**src/verilog/ex_pkg.sv**
```systemverilog
// 32-bit datapath only; DIV and MFC0 decode as bubbles, LL/SC behave as LW/SW
package ex_pkg;

    // link register for JAL, BGEZAL and BLTZAL
    localparam logic [4:0] REG_LINK = 5'd31;

    // --------------------
    // opcodes and encodings
    // --------------------
    typedef enum logic [7:0] {
        OP_NOP = 8'd0,
        OP_ADD, OP_SUB, OP_AND, OP_OR, OP_XOR, OP_NOR, OP_SLT,
        OP_SLL, OP_SRL, OP_SRA, OP_SLLV, OP_SRLV, OP_SRAV,
        OP_LUI,
        OP_LB, OP_LH, OP_LW, OP_LL, OP_SB, OP_SH, OP_SW, OP_SC,
        OP_JAL, OP_JALR, OP_BGEZAL, OP_BLTZAL,
        OP_MFHI, OP_MFLO, OP_MTHI, OP_MTLO,
        OP_MUL, OP_MULT,
        OP_CLO, OP_CLZ,
        OP_MOVN, OP_MOVZ,
        OP_DIV, OP_MFC0
    } op_e;

    typedef enum logic [1:0] {OPT_R, OPT_I, OPT_J} op_type_e;

    typedef enum logic [1:0] {ACC_D2R, ACC_M2R, ACC_R2M} access_op_e;

    typedef enum logic [1:0] {SZ_BYTE, SZ_HALF, SZ_WORD} access_sz_e;

    typedef enum logic [4:0] {
        ALU_ADD, ALU_ADDU, ALU_SUB, ALU_SUBU,
        ALU_SLT, ALU_SLTU,
        ALU_AND, ALU_OR, ALU_XOR, ALU_NOR,
        ALU_SLL, ALU_SRL, ALU_SRA, ALU_SLLV, ALU_SRLV, ALU_SRAV
    } alu_fn_e;

    // second alu operand
    typedef enum logic [1:0] {OPND_REG, OPND_SEXT, OPND_ZEXT} opnd_e;

    // eleven sources, so four bits
    typedef enum logic [3:0] {
        RES_ALU, RES_MUL_LO, RES_CLO, RES_CLZ, RES_HI, RES_LO,
        RES_LINK, RES_LUI, RES_RS, RES_RT, RES_ZERO
    } res_src_e;

    typedef enum logic [1:0] {HILO_NONE, HILO_HI, HILO_LO, HILO_BOTH} hilo_wr_e;

    // --------------------
    // stage structs
    // --------------------
    typedef struct packed {
        op_e         op;
        op_type_e    op_type;
        logic [31:0] link_addr;
        logic [4:0]  rs;
        logic [4:0]  rt;
        logic [4:0]  rd;
        logic [31:0] rs_value;
        logic [31:0] rt_value;
        logic [15:0] imm;
        logic        is_unsigned;
    } ex_in_t;

    typedef struct packed {
        access_op_e  mem_access_op;
        access_sz_e  mem_access_sz;
        logic [31:0] data;
        logic [31:0] mem_addr;
        logic [4:0]  reg_addr;
        logic        overflow;
    } ex_out_t;

    // what a bubble looks like on the output
    localparam ex_out_t EX_OUT_BUBBLE = '{
        mem_access_op: ACC_D2R,
        mem_access_sz: SZ_WORD,
        data:          32'h0,
        mem_addr:      32'h0,
        reg_addr:      5'h0,
        overflow:      1'b0
    };

endpackage
```
**src/verilog/ex_stage.sv**
```systemverilog
// one-cycle execute stage; caller stalls by feeding NOP, there is no back-pressure
`timescale 1ns/1ps

module ex_stage (
    input  logic            clk_i,
    input  logic            rst_n_i,
    input  ex_pkg::ex_in_t  ex_in_i,
    output ex_pkg::ex_out_t ex_out_o
);

    import ex_pkg::*;

    alu_fn_e     alu_fn;
    opnd_e       opnd_sel;
    hilo_wr_e    hilo_wr;
    logic [31:0] alu_result;
    logic        alu_overflow;
    logic [63:0] product;
    logic [31:0] clo_cnt;
    logic [31:0] clz_cnt;
    logic [31:0] hi;
    logic [31:0] lo;

    ex_ctrl i_ex_ctrl (
        .clk_i          (clk_i),
        .rst_n_i        (rst_n_i),
        .ex_in_i        (ex_in_i),
        .alu_result_i   (alu_result),
        .alu_overflow_i (alu_overflow),
        .product_lo_i   (product[31:0]),
        .clo_i          (clo_cnt),
        .clz_i          (clz_cnt),
        .hi_i           (hi),
        .lo_i           (lo),
        .alu_fn_o       (alu_fn),
        .opnd_sel_o     (opnd_sel),
        .hilo_wr_o      (hilo_wr),
        .ex_out_o       (ex_out_o)
    );

    alu i_alu (
        .rs_value_i (ex_in_i.rs_value),
        .rt_value_i (ex_in_i.rt_value),
        .imm_i      (ex_in_i.imm),
        .fn_i       (alu_fn),
        .opnd_i     (opnd_sel),
        .result_o   (alu_result),
        .overflow_o (alu_overflow)
    );

    mul i_mul (
        .op_a_i        (ex_in_i.rs_value),
        .op_b_i        (ex_in_i.rt_value),
        .is_unsigned_i (ex_in_i.is_unsigned),
        .product_o     (product)
    );

    hilo_reg i_hilo_reg (
        .clk_i      (clk_i),
        .rst_n_i    (rst_n_i),
        .wr_i       (hilo_wr),
        .rs_value_i (ex_in_i.rs_value),
        .product_i  (product),
        .hi_o       (hi),
        .lo_o       (lo)
    );

    // leading ones and leading zeros of rs
    count_bit_word i_clo (
        .data_i (ex_in_i.rs_value),
        .bit_i  (1'b1),
        .cnt_o  (clo_cnt)
    );

    count_bit_word i_clz (
        .data_i (ex_in_i.rs_value),
        .bit_i  (1'b0),
        .cnt_o  (clz_cnt)
    );

endmodule

```
**src/verilog/ex_ctrl.sv**
```systemverilog
// no handshake; every cycle takes a new instruction and NOP is the only bubble
`timescale 1ns/1ps

module ex_ctrl (
    input  logic             clk_i,
    input  logic             rst_n_i,
    input  ex_pkg::ex_in_t   ex_in_i,
    input  logic [31:0]      alu_result_i,
    input  logic             alu_overflow_i,
    input  logic [31:0]      product_lo_i,
    input  logic [31:0]      clo_i,
    input  logic [31:0]      clz_i,
    input  logic [31:0]      hi_i,
    input  logic [31:0]      lo_i,
    output ex_pkg::alu_fn_e  alu_fn_o,
    output ex_pkg::opnd_e    opnd_sel_o,
    output ex_pkg::hilo_wr_e hilo_wr_o,
    output ex_pkg::ex_out_t  ex_out_o
);

    import ex_pkg::*;

    res_src_e    res_src;
    access_op_e  acc_op;
    access_sz_e  acc_sz;
    logic [4:0]  dest;
    logic [4:0]  form_dest;
    logic        is_r;
    logic        rt_nz;
    logic [31:0] data_nxt;
    ex_out_t     ex_out_d;
    ex_out_t     ex_out_q;

    assign is_r      = (ex_in_i.op_type == OPT_R);
    assign form_dest = is_r ? ex_in_i.rd : ex_in_i.rt;
    assign rt_nz     = (ex_in_i.rt_value != 32'h0);

    // --------------------
    // decode
    // --------------------
    always_comb begin
        alu_fn_o   = ALU_ADDU;
        opnd_sel_o = OPND_REG;
        hilo_wr_o  = HILO_NONE;
        res_src    = RES_ZERO;
        dest       = 5'd0;
        acc_op     = ACC_D2R;
        case (ex_in_i.op)
            OP_ADD, OP_SUB, OP_SLT: begin
                opnd_sel_o = is_r ? OPND_REG : OPND_SEXT;
                res_src    = RES_ALU;
                dest       = form_dest;
                case (ex_in_i.op)
                    OP_ADD:  alu_fn_o = ex_in_i.is_unsigned ? ALU_ADDU : ALU_ADD;
                    OP_SUB:  alu_fn_o = ex_in_i.is_unsigned ? ALU_SUBU : ALU_SUB;
                    default: alu_fn_o = ex_in_i.is_unsigned ? ALU_SLTU : ALU_SLT;
                endcase
            end
            OP_AND, OP_OR, OP_XOR, OP_NOR: begin
                opnd_sel_o = is_r ? OPND_REG : OPND_ZEXT;
                res_src    = RES_ALU;
                dest       = form_dest;
                case (ex_in_i.op)
                    OP_AND:  alu_fn_o = ALU_AND;
                    OP_OR:   alu_fn_o = ALU_OR;
                    OP_XOR:  alu_fn_o = ALU_XOR;
                    default: alu_fn_o = ALU_NOR;
                endcase
            end
            OP_SLL, OP_SRL, OP_SRA, OP_SLLV, OP_SRLV, OP_SRAV: begin
                res_src = RES_ALU;
                dest    = ex_in_i.rd;
                case (ex_in_i.op)
                    OP_SLL:  alu_fn_o = ALU_SLL;
                    OP_SRL:  alu_fn_o = ALU_SRL;
                    OP_SRA:  alu_fn_o = ALU_SRA;
                    OP_SLLV: alu_fn_o = ALU_SLLV;
                    OP_SRLV: alu_fn_o = ALU_SRLV;
                    default: alu_fn_o = ALU_SRAV;
                endcase
            end
            OP_LUI: begin
                res_src = RES_LUI;
                dest    = ex_in_i.rt;
            end
            // address is rs plus sign-extended offset through the alu
            OP_LB, OP_LH, OP_LW, OP_LL: begin
                opnd_sel_o = OPND_SEXT;
                acc_op     = ACC_M2R;
                dest       = ex_in_i.rt;
            end
            OP_SB, OP_SH, OP_SW, OP_SC: begin
                opnd_sel_o = OPND_SEXT;
                acc_op     = ACC_R2M;
                res_src    = RES_RT;
                dest       = ex_in_i.rt;
            end
            OP_JAL, OP_BGEZAL, OP_BLTZAL: begin
                res_src = RES_LINK;
                dest    = REG_LINK;
            end
            OP_JALR: begin
                res_src = RES_LINK;
                dest    = ex_in_i.rd;
            end
            OP_MFHI: begin
                res_src = RES_HI;
                dest    = ex_in_i.rd;
            end
            OP_MFLO: begin
                res_src = RES_LO;
                dest    = ex_in_i.rd;
            end
            OP_MTHI: hilo_wr_o = HILO_HI;
            OP_MTLO: hilo_wr_o = HILO_LO;
            OP_MULT: hilo_wr_o = HILO_BOTH;
            OP_MUL, OP_CLO, OP_CLZ: begin
                dest = ex_in_i.rd;
                case (ex_in_i.op)
                    OP_MUL:  res_src = RES_MUL_LO;
                    OP_CLO:  res_src = RES_CLO;
                    default: res_src = RES_CLZ;
                endcase
            end
            // failed condition writes zero to r0
            OP_MOVN, OP_MOVZ: begin
                if (rt_nz == (ex_in_i.op == OP_MOVN)) begin
                    res_src = RES_RS;
                    dest    = ex_in_i.rd;
                end
            end
            default: ;
        endcase
    end

    always_comb begin
        case (ex_in_i.op)
            OP_LB, OP_SB: acc_sz = SZ_BYTE;
            OP_LH, OP_SH: acc_sz = SZ_HALF;
            default:      acc_sz = SZ_WORD;
        endcase
    end

    // --------------------
    // result and register
    // --------------------
    always_comb begin
        case (res_src)
            RES_ALU:    data_nxt = alu_result_i;
            RES_MUL_LO: data_nxt = product_lo_i;
            RES_CLO:    data_nxt = clo_i;
            RES_CLZ:    data_nxt = clz_i;
            RES_HI:     data_nxt = hi_i;
            RES_LO:     data_nxt = lo_i;
            RES_LINK:   data_nxt = ex_in_i.link_addr;
            RES_LUI:    data_nxt = {ex_in_i.imm, 16'h0};
            RES_RS:     data_nxt = ex_in_i.rs_value;
            RES_RT:     data_nxt = ex_in_i.rt_value;
            default:    data_nxt = 32'h0;
        endcase
    end

    always_comb begin
        ex_out_d.mem_access_op = acc_op;
        ex_out_d.mem_access_sz = acc_sz;
        ex_out_d.mem_addr      = (acc_op != ACC_D2R) ? alu_result_i : 32'h0;
        // trap drops the write
        ex_out_d.overflow      = alu_overflow_i;
        ex_out_d.data          = alu_overflow_i ? 32'h0 : data_nxt;
        ex_out_d.reg_addr      = alu_overflow_i ? 5'd0 : dest;
    end

    always_ff @(posedge clk_i) begin
        if (!rst_n_i) begin
            ex_out_q <= EX_OUT_BUBBLE;
        end else begin
            ex_out_q <= ex_out_d;
        end
    end

    assign ex_out_o = ex_out_q;

    a_mem_op_not_d2r: assert property (@(posedge clk_i) disable iff (!rst_n_i)
        (ex_in_i.op inside {OP_LB, OP_LH, OP_LW, OP_LL, OP_SB, OP_SH, OP_SW, OP_SC})
        |=> (ex_out_o.mem_access_op != ACC_D2R))
        else $error("load or store left the stage as D2R");

endmodule

```
**src/verilog/hilo_reg.sv**
```systemverilog
// HI and LO clear on reset; a MULT load overrides both halves in one edge
`timescale 1ns/1ps

module hilo_reg (
    input  logic             clk_i,
    input  logic             rst_n_i,
    input  ex_pkg::hilo_wr_e wr_i,
    input  logic [31:0]      rs_value_i,
    input  logic [63:0]      product_i,
    output logic [31:0]      hi_o,
    output logic [31:0]      lo_o
);

    import ex_pkg::*;

    logic [31:0] hi_q;
    logic [31:0] lo_q;

    always_ff @(posedge clk_i) begin
        if (!rst_n_i) begin
            hi_q <= 32'h0;
            lo_q <= 32'h0;
        end else begin
            case (wr_i)
                HILO_HI: hi_q <= rs_value_i;
                HILO_LO: lo_q <= rs_value_i;
                HILO_BOTH: begin
                    hi_q <= product_i[63:32];
                    lo_q <= product_i[31:0];
                end
                // keep contents
                default: ;
            endcase
        end
    end

    assign hi_o = hi_q;
    assign lo_o = lo_q;

endmodule

```
**src/verilog/alu.sv**
```systemverilog
// combinational; shifts act on rt_value, immediate shift amount is imm[10:6]
`timescale 1ns/1ps

module alu (
    input  logic [31:0]     rs_value_i,
    input  logic [31:0]     rt_value_i,
    input  logic [15:0]     imm_i,
    input  ex_pkg::alu_fn_e fn_i,
    input  ex_pkg::opnd_e   opnd_i,
    output logic [31:0]     result_o,
    output logic            overflow_o
);

    import ex_pkg::*;

    logic [31:0] opnd_b;
    logic [31:0] sum;
    logic [31:0] diff;
    logic        add_ovf;
    logic        sub_ovf;
    logic [4:0]  shamt_imm;
    logic [4:0]  shamt_var;

    // --------------------
    // operand selection
    // --------------------
    always_comb begin
        case (opnd_i)
            OPND_SEXT: opnd_b = {{16{imm_i[15]}}, imm_i};
            OPND_ZEXT: opnd_b = {16'b0, imm_i};
            default:   opnd_b = rt_value_i;
        endcase
    end

    assign sum  = rs_value_i + opnd_b;
    assign diff = rs_value_i - opnd_b;

    // signed overflow from operand and result signs
    assign add_ovf = (rs_value_i[31] == opnd_b[31]) && (sum[31] != rs_value_i[31]);
    assign sub_ovf = (rs_value_i[31] != opnd_b[31]) && (diff[31] != rs_value_i[31]);

    assign shamt_imm = imm_i[10:6];
    assign shamt_var = rs_value_i[4:0];

    // --------------------
    // function evaluation
    // --------------------
    always_comb begin
        result_o   = sum;
        overflow_o = 1'b0;
        case (fn_i)
            ALU_ADD: begin
                result_o   = sum;
                overflow_o = add_ovf;
            end
            ALU_ADDU: result_o = sum;
            ALU_SUB: begin
                result_o   = diff;
                overflow_o = sub_ovf;
            end
            ALU_SUBU: result_o = diff;
            ALU_SLT:  result_o = {31'b0, $signed(rs_value_i) < $signed(opnd_b)};
            ALU_SLTU: result_o = {31'b0, rs_value_i < opnd_b};
            ALU_AND:  result_o = rs_value_i & opnd_b;
            ALU_OR:   result_o = rs_value_i | opnd_b;
            ALU_XOR:  result_o = rs_value_i ^ opnd_b;
            ALU_NOR:  result_o = ~(rs_value_i | opnd_b);
            ALU_SLL:  result_o = rt_value_i << shamt_imm;
            ALU_SRL:  result_o = rt_value_i >> shamt_imm;
            ALU_SRA:  result_o = $signed(rt_value_i) >>> shamt_imm;
            ALU_SLLV: result_o = rt_value_i << shamt_var;
            ALU_SRLV: result_o = rt_value_i >> shamt_var;
            ALU_SRAV: result_o = $signed(rt_value_i) >>> shamt_var;
            default:  result_o = sum;
        endcase
    end

    // only the trapping forms may flag overflow
    a_ovf_only_trap_fn: assert final (!overflow_o || (fn_i inside {ALU_ADD, ALU_SUB}))
        else $error("alu overflow raised for fn %s", fn_i.name());

endmodule

```
**src/verilog/mul.sv**
```systemverilog
// combinational 32x32 multiply, full 64-bit product; no pipelining
`timescale 1ns/1ps

module mul (
    input  logic [31:0] op_a_i,
    input  logic [31:0] op_b_i,
    input  logic        is_unsigned_i,
    output logic [63:0] product_o
);

    logic signed [32:0] op_a_ext;
    logic signed [32:0] op_b_ext;
    logic signed [65:0] product_full;

    // one extra bit lets a single signed multiplier do both forms
    assign op_a_ext = {~is_unsigned_i & op_a_i[31], op_a_i};
    assign op_b_ext = {~is_unsigned_i & op_b_i[31], op_b_i};

    assign product_full = op_a_ext * op_b_ext;

    assign product_o = product_full[63:0];

endmodule

```
**src/verilog/count_bit_word.sv**
```systemverilog
// combinational; returns 32 when every bit equals bit_i
`timescale 1ns/1ps

module count_bit_word (
    input  logic [31:0] data_i,
    input  logic        bit_i,
    output logic [31:0] cnt_o
);

    logic [5:0] cnt;
    logic       run;

    // scan from the msb, stop counting at the first mismatch
    always_comb begin
        cnt = 6'd0;
        run = 1'b1;
        for (int i = 31; i >= 0; i--) begin
            if (run && (data_i[i] == bit_i)) begin
                cnt = cnt + 6'd1;
            end else begin
                run = 1'b0;
            end
        end
    end

    assign cnt_o = {26'b0, cnt};

endmodule

```
**config.mk**
```make
export PLATFORM = sky130hd
export DESIGN_NAME = ex_stage
export DESIGN_NICKNAME = d
export VERILOG_FILES = /design/src/verilog/ex_pkg.sv /design/src/verilog/ex_stage.sv /design/src/verilog/ex_ctrl.sv /design/src/verilog/hilo_reg.sv /design/src/verilog/alu.sv /design/src/verilog/mul.sv /design/src/verilog/count_bit_word.sv
export SDC_FILE = /design/constraint.sdc
export NUM_CORES = 2
export LEC_CHECK = 0
export ABC_AREA = 1
export ABC_CLOCK_PERIOD_IN_PS = 12500
export BUFFER_PORTS_ARGS = -buffer_cell sky130_fd_sc_hd__buf_2
export CAP_MARGIN = 20
export CORE_MARGIN = 4
export CORE_UTILIZATION = 45
export CTS_BUF_LIST = sky130_fd_sc_hd__clkbuf_16
export DETAILED_ROUTE_END_ITERATION = 7
export SYNTH_ARGS = -nofsm -noshare
export SYNTH_HDL_FRONTEND = slang
export SYNTH_HIERARCHICAL = 1
export SYNTH_SLANG_ARGS = --single-unit
```
**constraint.sdc**
```tcl
create_clock -name clk_i -period 12.5 [get_ports clk_i]
set_clock_uncertainty 0.1 [all_clocks]
set_input_delay 2.5 -clock clk_i [delete_from_list [all_inputs] [get_ports clk_i]]
set_output_delay 2.5 -clock clk_i [all_outputs]
set_load 0.05 [all_outputs]
```
---- Word level (Yosys, flattened, before mapping) ----
Cells that the tools add are included.
word-level totals
  output and inout port bits .............. 74
  bits in registers ....................... 138
  logic and storage cells ................. 430
  bits of input ports ..................... 140
operators by class
  bitwise operators ....................... 39
  multiply operators ...................... 1
  shift operators ......................... 6
  reduce and logical (&&, ||, !) cells .... 90
  $add $sub $neg .......................... 64
  multiplexer cells ....................... 151
  equal/unequal tests ..................... 69
  magnitude comparators ................... 2
operators by type and width
  kind                                                                   number
  32-bit one-hot mux with 13 select lines                                1
  6-bit by 1-bit adder with 6-bit output, second input constant          62
  6-bit 2-to-1 mux                                                       62
  32-bit one-hot mux with 10 select lines                                1
  32-bit one-hot mux with 2 select lines                                 3
  8-bit by 5-bit equality test with 1-bit output, second input constant  16
  1-bit 2-to-1 mux                                                       68
  8-bit by 4-bit equality test with 1-bit output, second input constant  8
  1-bit logical AND                                                      64
  32-bit < comparator                                                    2
  33-bit by 33-bit multiplier with 64-bit output                         1
  32-bit by 5-bit << shifter with 32-bit output                          2
  32-bit by 5-bit right shift with 32-bit output                         2
  32-bit by 5-bit >>> shifter with 32-bit output                         2
  5-bit by 4-bit equality test with 1-bit output, second input constant  8
  8-bit by 6-bit equality test with 1-bit output, second input constant  5
  1-bit NOT                                                              33
  32-bit adder                                                           1
  32-bit bitwise AND                                                     1
  8-bit by 3-bit equality test with 1-bit output, second input constant  4
  32-bit NOT                                                             1
  32-bit OR                                                              1
  4-bit one-hot mux with 8 select lines                                  1
  32-bit nonzero test                                                    1
  39 further kinds                                                       72

---- Longest topological paths before layout ----
  word-level depth ........................ 64
  gate-level depth with buffers ........... 84
  mapped depth without buffers ............ 83

---- Hierarchy ----
The synthesis kept the hierarchy.
by module, submodules not included
  module          area each (um2)  sequential area each (um2)  times used  cells an instance
  mul             39636.8          0.0                         1           4933
  alu             12026.5          0.0                         1           2435
  count_bit_word  4013.8           0.0                         2           773
  ex_ctrl         4822.1           1481.4                      1           748
  hilo_reg        2570.0           1281.2                      1           321
  ex_stage        7.5              0.0                         1           2

---- Worst setup path after synthesis ----
OpenSTA, ideal clock, no wires.
  kind .................................... in2reg
  start ................................... in ex_in_i[79] (netlist bit)
  end ..................................... reg i_ex_ctrl.ex_out_q (netlist bit i_ex_ctrl/ex_out_o[42])
  buffers on the path ..................... 0
  path slack .............................. -471 ps
  arrival ................................. 12743 ps
  library setup time ...................... 128 ps
  data required time ...................... 12272 ps
  stages .................................. 76
  path through ............................ nand3_1 -> nand2_2 -> o21ai_1 -> inv_1 -> ha_1 -> o21ai_1 -> inv_1 -> ha_1 -> nand2_1 -> nand2_1 -> ha_1 -> nand3_1 -> o21ai_1 -> ha_1 -> or2_2 -> nand2_1 -> o21ai_0 -> ha_1 -> [... 40 more ...] -> ha_1 -> nand2_1 -> nand2_1 -> ha_1 -> or2_2 -> and2_1 -> ha_1 -> nand2_1 -> nand2_1 -> ha_1 -> inv_1 -> nor3_1 -> nand3_1 -> nand2_1 -> inv_1 -> a22o_1 -> nor2_1 -> nor2_1
between the ends
  elaborated cells between the ends (all ways) .. 254
  those cells by class .................... add/sub: 62; eq/ne: 2; mux: 124; bitwise: 1; reduce/logical: 65
RTL lines
  element                                                                             line                                        source
  start, declared                                                                     ex_stage.sv:7                               input ex_pkg::ex_in_t ex_in_i,
  1-bit logical AND (*)                                                               count_bit_word.sv:18                        if (run && (data_i[i] == bit_i)) begin
  6-bit 2-to-1 mux / 1-bit 2-to-1 mux (equally long branches)                         count_bit_word.sv:18
  6-bit by 1-bit adder with 6-bit output / 1-bit logical AND (equally long branches)  count_bit_word.sv:19, count_bit_word.sv:18
  6-bit 2-to-1 mux / 1-bit 2-to-1 mux (equally long branches)                         count_bit_word.sv:18
  6-bit by 1-bit adder with 6-bit output / 1-bit logical AND (equally long branches)  count_bit_word.sv:19, count_bit_word.sv:18
  6-bit 2-to-1 mux / 1-bit 2-to-1 mux (equally long branches)                         count_bit_word.sv:18
  6-bit by 1-bit adder with 6-bit output / 1-bit logical AND (equally long branches)  count_bit_word.sv:19, count_bit_word.sv:18
  6-bit 2-to-1 mux / 1-bit 2-to-1 mux (equally long branches)                         count_bit_word.sv:18
  [... 48 more ...]                                                                   --
  6-bit by 1-bit adder with 6-bit output / 1-bit logical AND (equally long branches)  count_bit_word.sv:19, count_bit_word.sv:18
  6-bit 2-to-1 mux / 1-bit 2-to-1 mux (equally long branches)                         count_bit_word.sv:18
  6-bit by 1-bit adder with 6-bit output / 1-bit logical AND (equally long branches)  count_bit_word.sv:19, count_bit_word.sv:18
  6-bit 2-to-1 mux / 1-bit 2-to-1 mux (equally long branches)                         count_bit_word.sv:18
  6-bit by 1-bit adder with 6-bit output / 1-bit logical AND (equally long branches)  count_bit_word.sv:19, count_bit_word.sv:18
  6-bit 2-to-1 mux (*)                                                                count_bit_word.sv:18
  net clo_cnt[4]                                                                      ex_stage.sv:19                              logic [31:0] clo_cnt;
  32-bit one-hot mux with 10 select lines (*)                                         ex_ctrl.sv:148                              case (res_src)
  end signal, assigned                                                                ex_ctrl.sv:177                              ex_out_q <= ex_out_d;
  end, declared                                                                       ex_ctrl.sv:32                               ex_out_t ex_out_q;
The timed path passes the listed nets; every way through them passes the cells marked *.
A chain may end at the register's enable or synchronous reset.

---- Worst setup path in the final report ----
Ends and elaborated chain as after synthesis.

==> results by group <==
Timing
  • Peak Freq: 0.0812 GHz
  • Max-Slew Margin vs Limit: 0.227
  • RSZ-0062 raised after global routing: yes
  • Minimum clock period: 12.31 ns
  • Slew at the pin closest to its max-slew limit: 1.15 ns
  • Final Hold Violating Endpoints: 0
  • Final Setup Violations: 0
  • Period utilization: 0.985
  • Pins Over Slew Limit: 0
  • PnR worst setup slack: 0.188 ns

Synthesis
  • Synth Area in XOR/XNOR: 0.0151
  • Sequential-to-total area share from yosys stat: 0.0412
  • Dominant synthesized flop cell: dfxtp_1
  • Async S/R FF share, synth: 0
  • Area contributors post-synth: fa_1 34%, nand2_1 15%, inv_1 12%, ha_1 6.9%, nand3_1 5.9%
  • Adder and majority cell fraction of the synthesized area: 0.405
  • Synth area leader: fa_1
  • Largest family of logic cells by synthesized area: adder cells
  • Synth Area in Simple Gates: 0.295
  • Complex-gate fraction of the synthesized area: 0.0827
  • Cell area after synthesis: 67100 µm²
  • Number of synthesized register bits: 138
  • Library cells used by synthesis: 69
  • Mean Syn Cell Area: 6.72 µm²
  • Post-synth EDFFs: 0
  • Area share of the largest cell type after synthesis: 0.336
  • Synth warnings: 6
  • Post-synthesis mux area share: 0.000597
  • Syn Inst Count: 9985

CTS
  • Depth of the CTS H-tree: 4
  • Post-CTS Hold Buffers: 0
  • Clock Latency Late Sink: 0.47 ns
  • Maximum buffer depth of the clock tree: 2
  • Worst-path clk slew: 0.07 ns
  • CTS buffer count: 17
  • CTS tree: yes
  • CTS Sinks: 138
  • Clk root buf: clkbuf_16

Layout
  • Most frequent cells in the layout: 2536 x nand2_1, 2123 x inv_1, 1127 x fa_1, 758 x nand3_1, 685 x nor2_1
  • Synth-to-Final Area Change: 8.34%
  • Non-Filler Instances: 12000
  • Footprint of the multi-input gates: 55000 µm²
  • Leading cell type in the layout, fill and taps excluded: nand2_1
  • Reg area: 2760 µm²
  • Fill cells: 15400
  • Post-Layout Inst Area: 72700 µm²
  • Fraction of layout cells with a size suffix above 1: 0.113
  • Final net count: 11700

Placement
  • Area after DPL: 70400 µm²
  • DP Worst Slack: -1.19 ns
  • Port-buffer cells: 208
  • Dpl cells: 11900
  • DPL Wire Length: 249000 µm
  • GP Congestion: 1.06

Drt
  • Via count: 67900
  • WL per Instance: 25.7 µm
  • Drt drc: 0
  • ANT nets after route: 0
  • Drt first pass iters: 8
  • Overall routed net length: 309000 µm
  • DR vias/cell: 5.64
  • Initial DRC Count: 6985

Worst setup path
  • R2R Setup Slk: 10.81 ns
  • Worst Path Arrival: 12.56 ns
  • R2R Path End: i_ex_ctrl/ex_out_o[46]
  • Reg2reg start: i_hilo_reg/lo_o[8]
  • Worst setup SP type: primary input
  • WS Path Type: in -> reg
  • R2R depth: 5
  • Crit path max fanout: 4
  • Endpoint type of the worst setup path: flip-flop
  • CP max stage delay: 0.30 ns
  • Crit-path slowest cell: ha_1
  • Critical Path Source: ex_in_i[79]
  • Required time of the critical path: 12.75 ns

Hold path
  • Hold-critical path endpoint: i_hilo_reg/hi_o[19]
  • Cell depth of the worst hold path: 2
  • Min-delay src: i_hilo_reg/hi_o[19]
  • Worst hold path type: reg -> reg

Flow run
  • Max cap viols: 0

GRT
  • Initial antenna violation count: 28
  • First-pass GRT wire length: 451000 µm
  • Number of global-route vias before repair: 67700
  • Largest net degree at the start of global routing: 70
  • Tot GR Track Use: 0.393
  • GR Overflow Total: 0

Floorplan
  • Die Wd: 394 µm
  • Row cnt: 141
  • Effective utilization at floorplan: 0.453
  • # IOs: 214
  • Core ar.: 148000 µm²
  • Die area: 155000 µm²
  • Die Y: 394 µm

Status
  • Status: finished, final reports clean
## cell families (layout without fill, tap and decap cells)
| logic type | Yosys count | after routing |
|---|---|---|
| and+or+nand+nor | 4576 | 4576 |
| DFF | 138 | 138 |
| other | 5 | 68 |
| AOI/OAI and AO/OA | 951 | 951 |
| xor gates and xnor gates | 104 | 104 |
| adders and majority gates | 1495 | 1495 |
| muxes | 4 | 4 |
| buffers and inverters | 2712 | 2773 |
## critical path, delay by kind of cell
kind / cells / cell delay (ns)
adder cells (fa/ha/maj): 15 / 3.83
AO/OA/AOI/OAI: 13 / 1.50
buffers and inverters: 14 / 1.18
multiplexers: 1 / 0.21
AND/OR/NAND/NOR: 35 / 3.32
## how the worst max path moves through the flow
stage / slack (ns) / cells after the start / to
2_1_floorplan: -0.01 / 76 / i_ex_ctrl/ex_out_o[42]
3_3_place_gp: -1.03 / 72 / i_ex_ctrl/ex_out_o[39]
3_5_place_dp: -1.19 / 73 / i_ex_ctrl/ex_out_o[40]
4_1_cts: 0.02 / 77 / i_ex_ctrl/ex_out_o[42]
5_1_grt: -0.41 / 78 / i_ex_ctrl/ex_out_o[42]
6_report: 0.19 / 78 / i_ex_ctrl/ex_out_o[42]
## stage by stage
| step | util | setup TNS [ns] | hold WS (ns) |
|---|---|---|---|
| 6_report | 0.491 | 0 | 0.432 |
| 5_1_grt | 0.491 | -1.82 | 0.446 |
| 4_1_cts | 0.484 | 0 | 0.426 |
| 3_5_place_dp | 0.475 | -5.47 | 0.417 |
| 3_3_place_gp | 0.475 | -4.83 | 0.410 |
| 2_1_floorplan | - | -0.0141 | 0.390 |
## Yosys cell counts, types with 92 or more instances
library cell and instances:
nand2_1 2597, inv_1 2150, fa_1 1127, nand3_1 791, nor2_1 708, ha_1 368
a21oi_1 367, clkbuf_1 298, o21ai_0 268, dfxtp_1 138, nand4_1 136, nand2_2 92
## cell type report
cell class                 instances  area share
clock buffer                      17     0.00585
timing repair buffer             518      0.0482
multi-input combinational       7185       0.756
antenna                           13    0.000448
inverter                        2223       0.115
tap                             1930      0.0332
clock inverter                    15     0.00274
sequential                       138      0.0380
## routing by layer
metal | up-vias | GRT usage | wire length (µm) | share of wire
met4 | 14 | 0.206 | 20300 | 0.066
li1 | 30300 | - | - | -
met1 | 33500 | 0.508 | 122000 | 0.39
met2 | 3357 | 0.608 | 135000 | 0.44
met3 | 762 | 0.0977 | 31800 | 0.10
met5 | - | 0 | 83 | 0.00027
## sequential cells by signal (all words and copies together) (netlist names)
| name | flops |
|---|---|
| i_hilo_reg/lo_o | 32 |
| i_ex_ctrl/ex_out_o | 74 |
| i_hilo_reg/hi_o | 32 |
## timing repair
action | in CTS | in global routing
resized for setup | 67 | 194
pin swaps | 70 | 173
setup endpoints to repair | 5 | 5
buffers inserted | 48 | 21
Power is not shown: default switching activity piles up to over one toggle a cycle in this logic, so the estimate is an artifact.
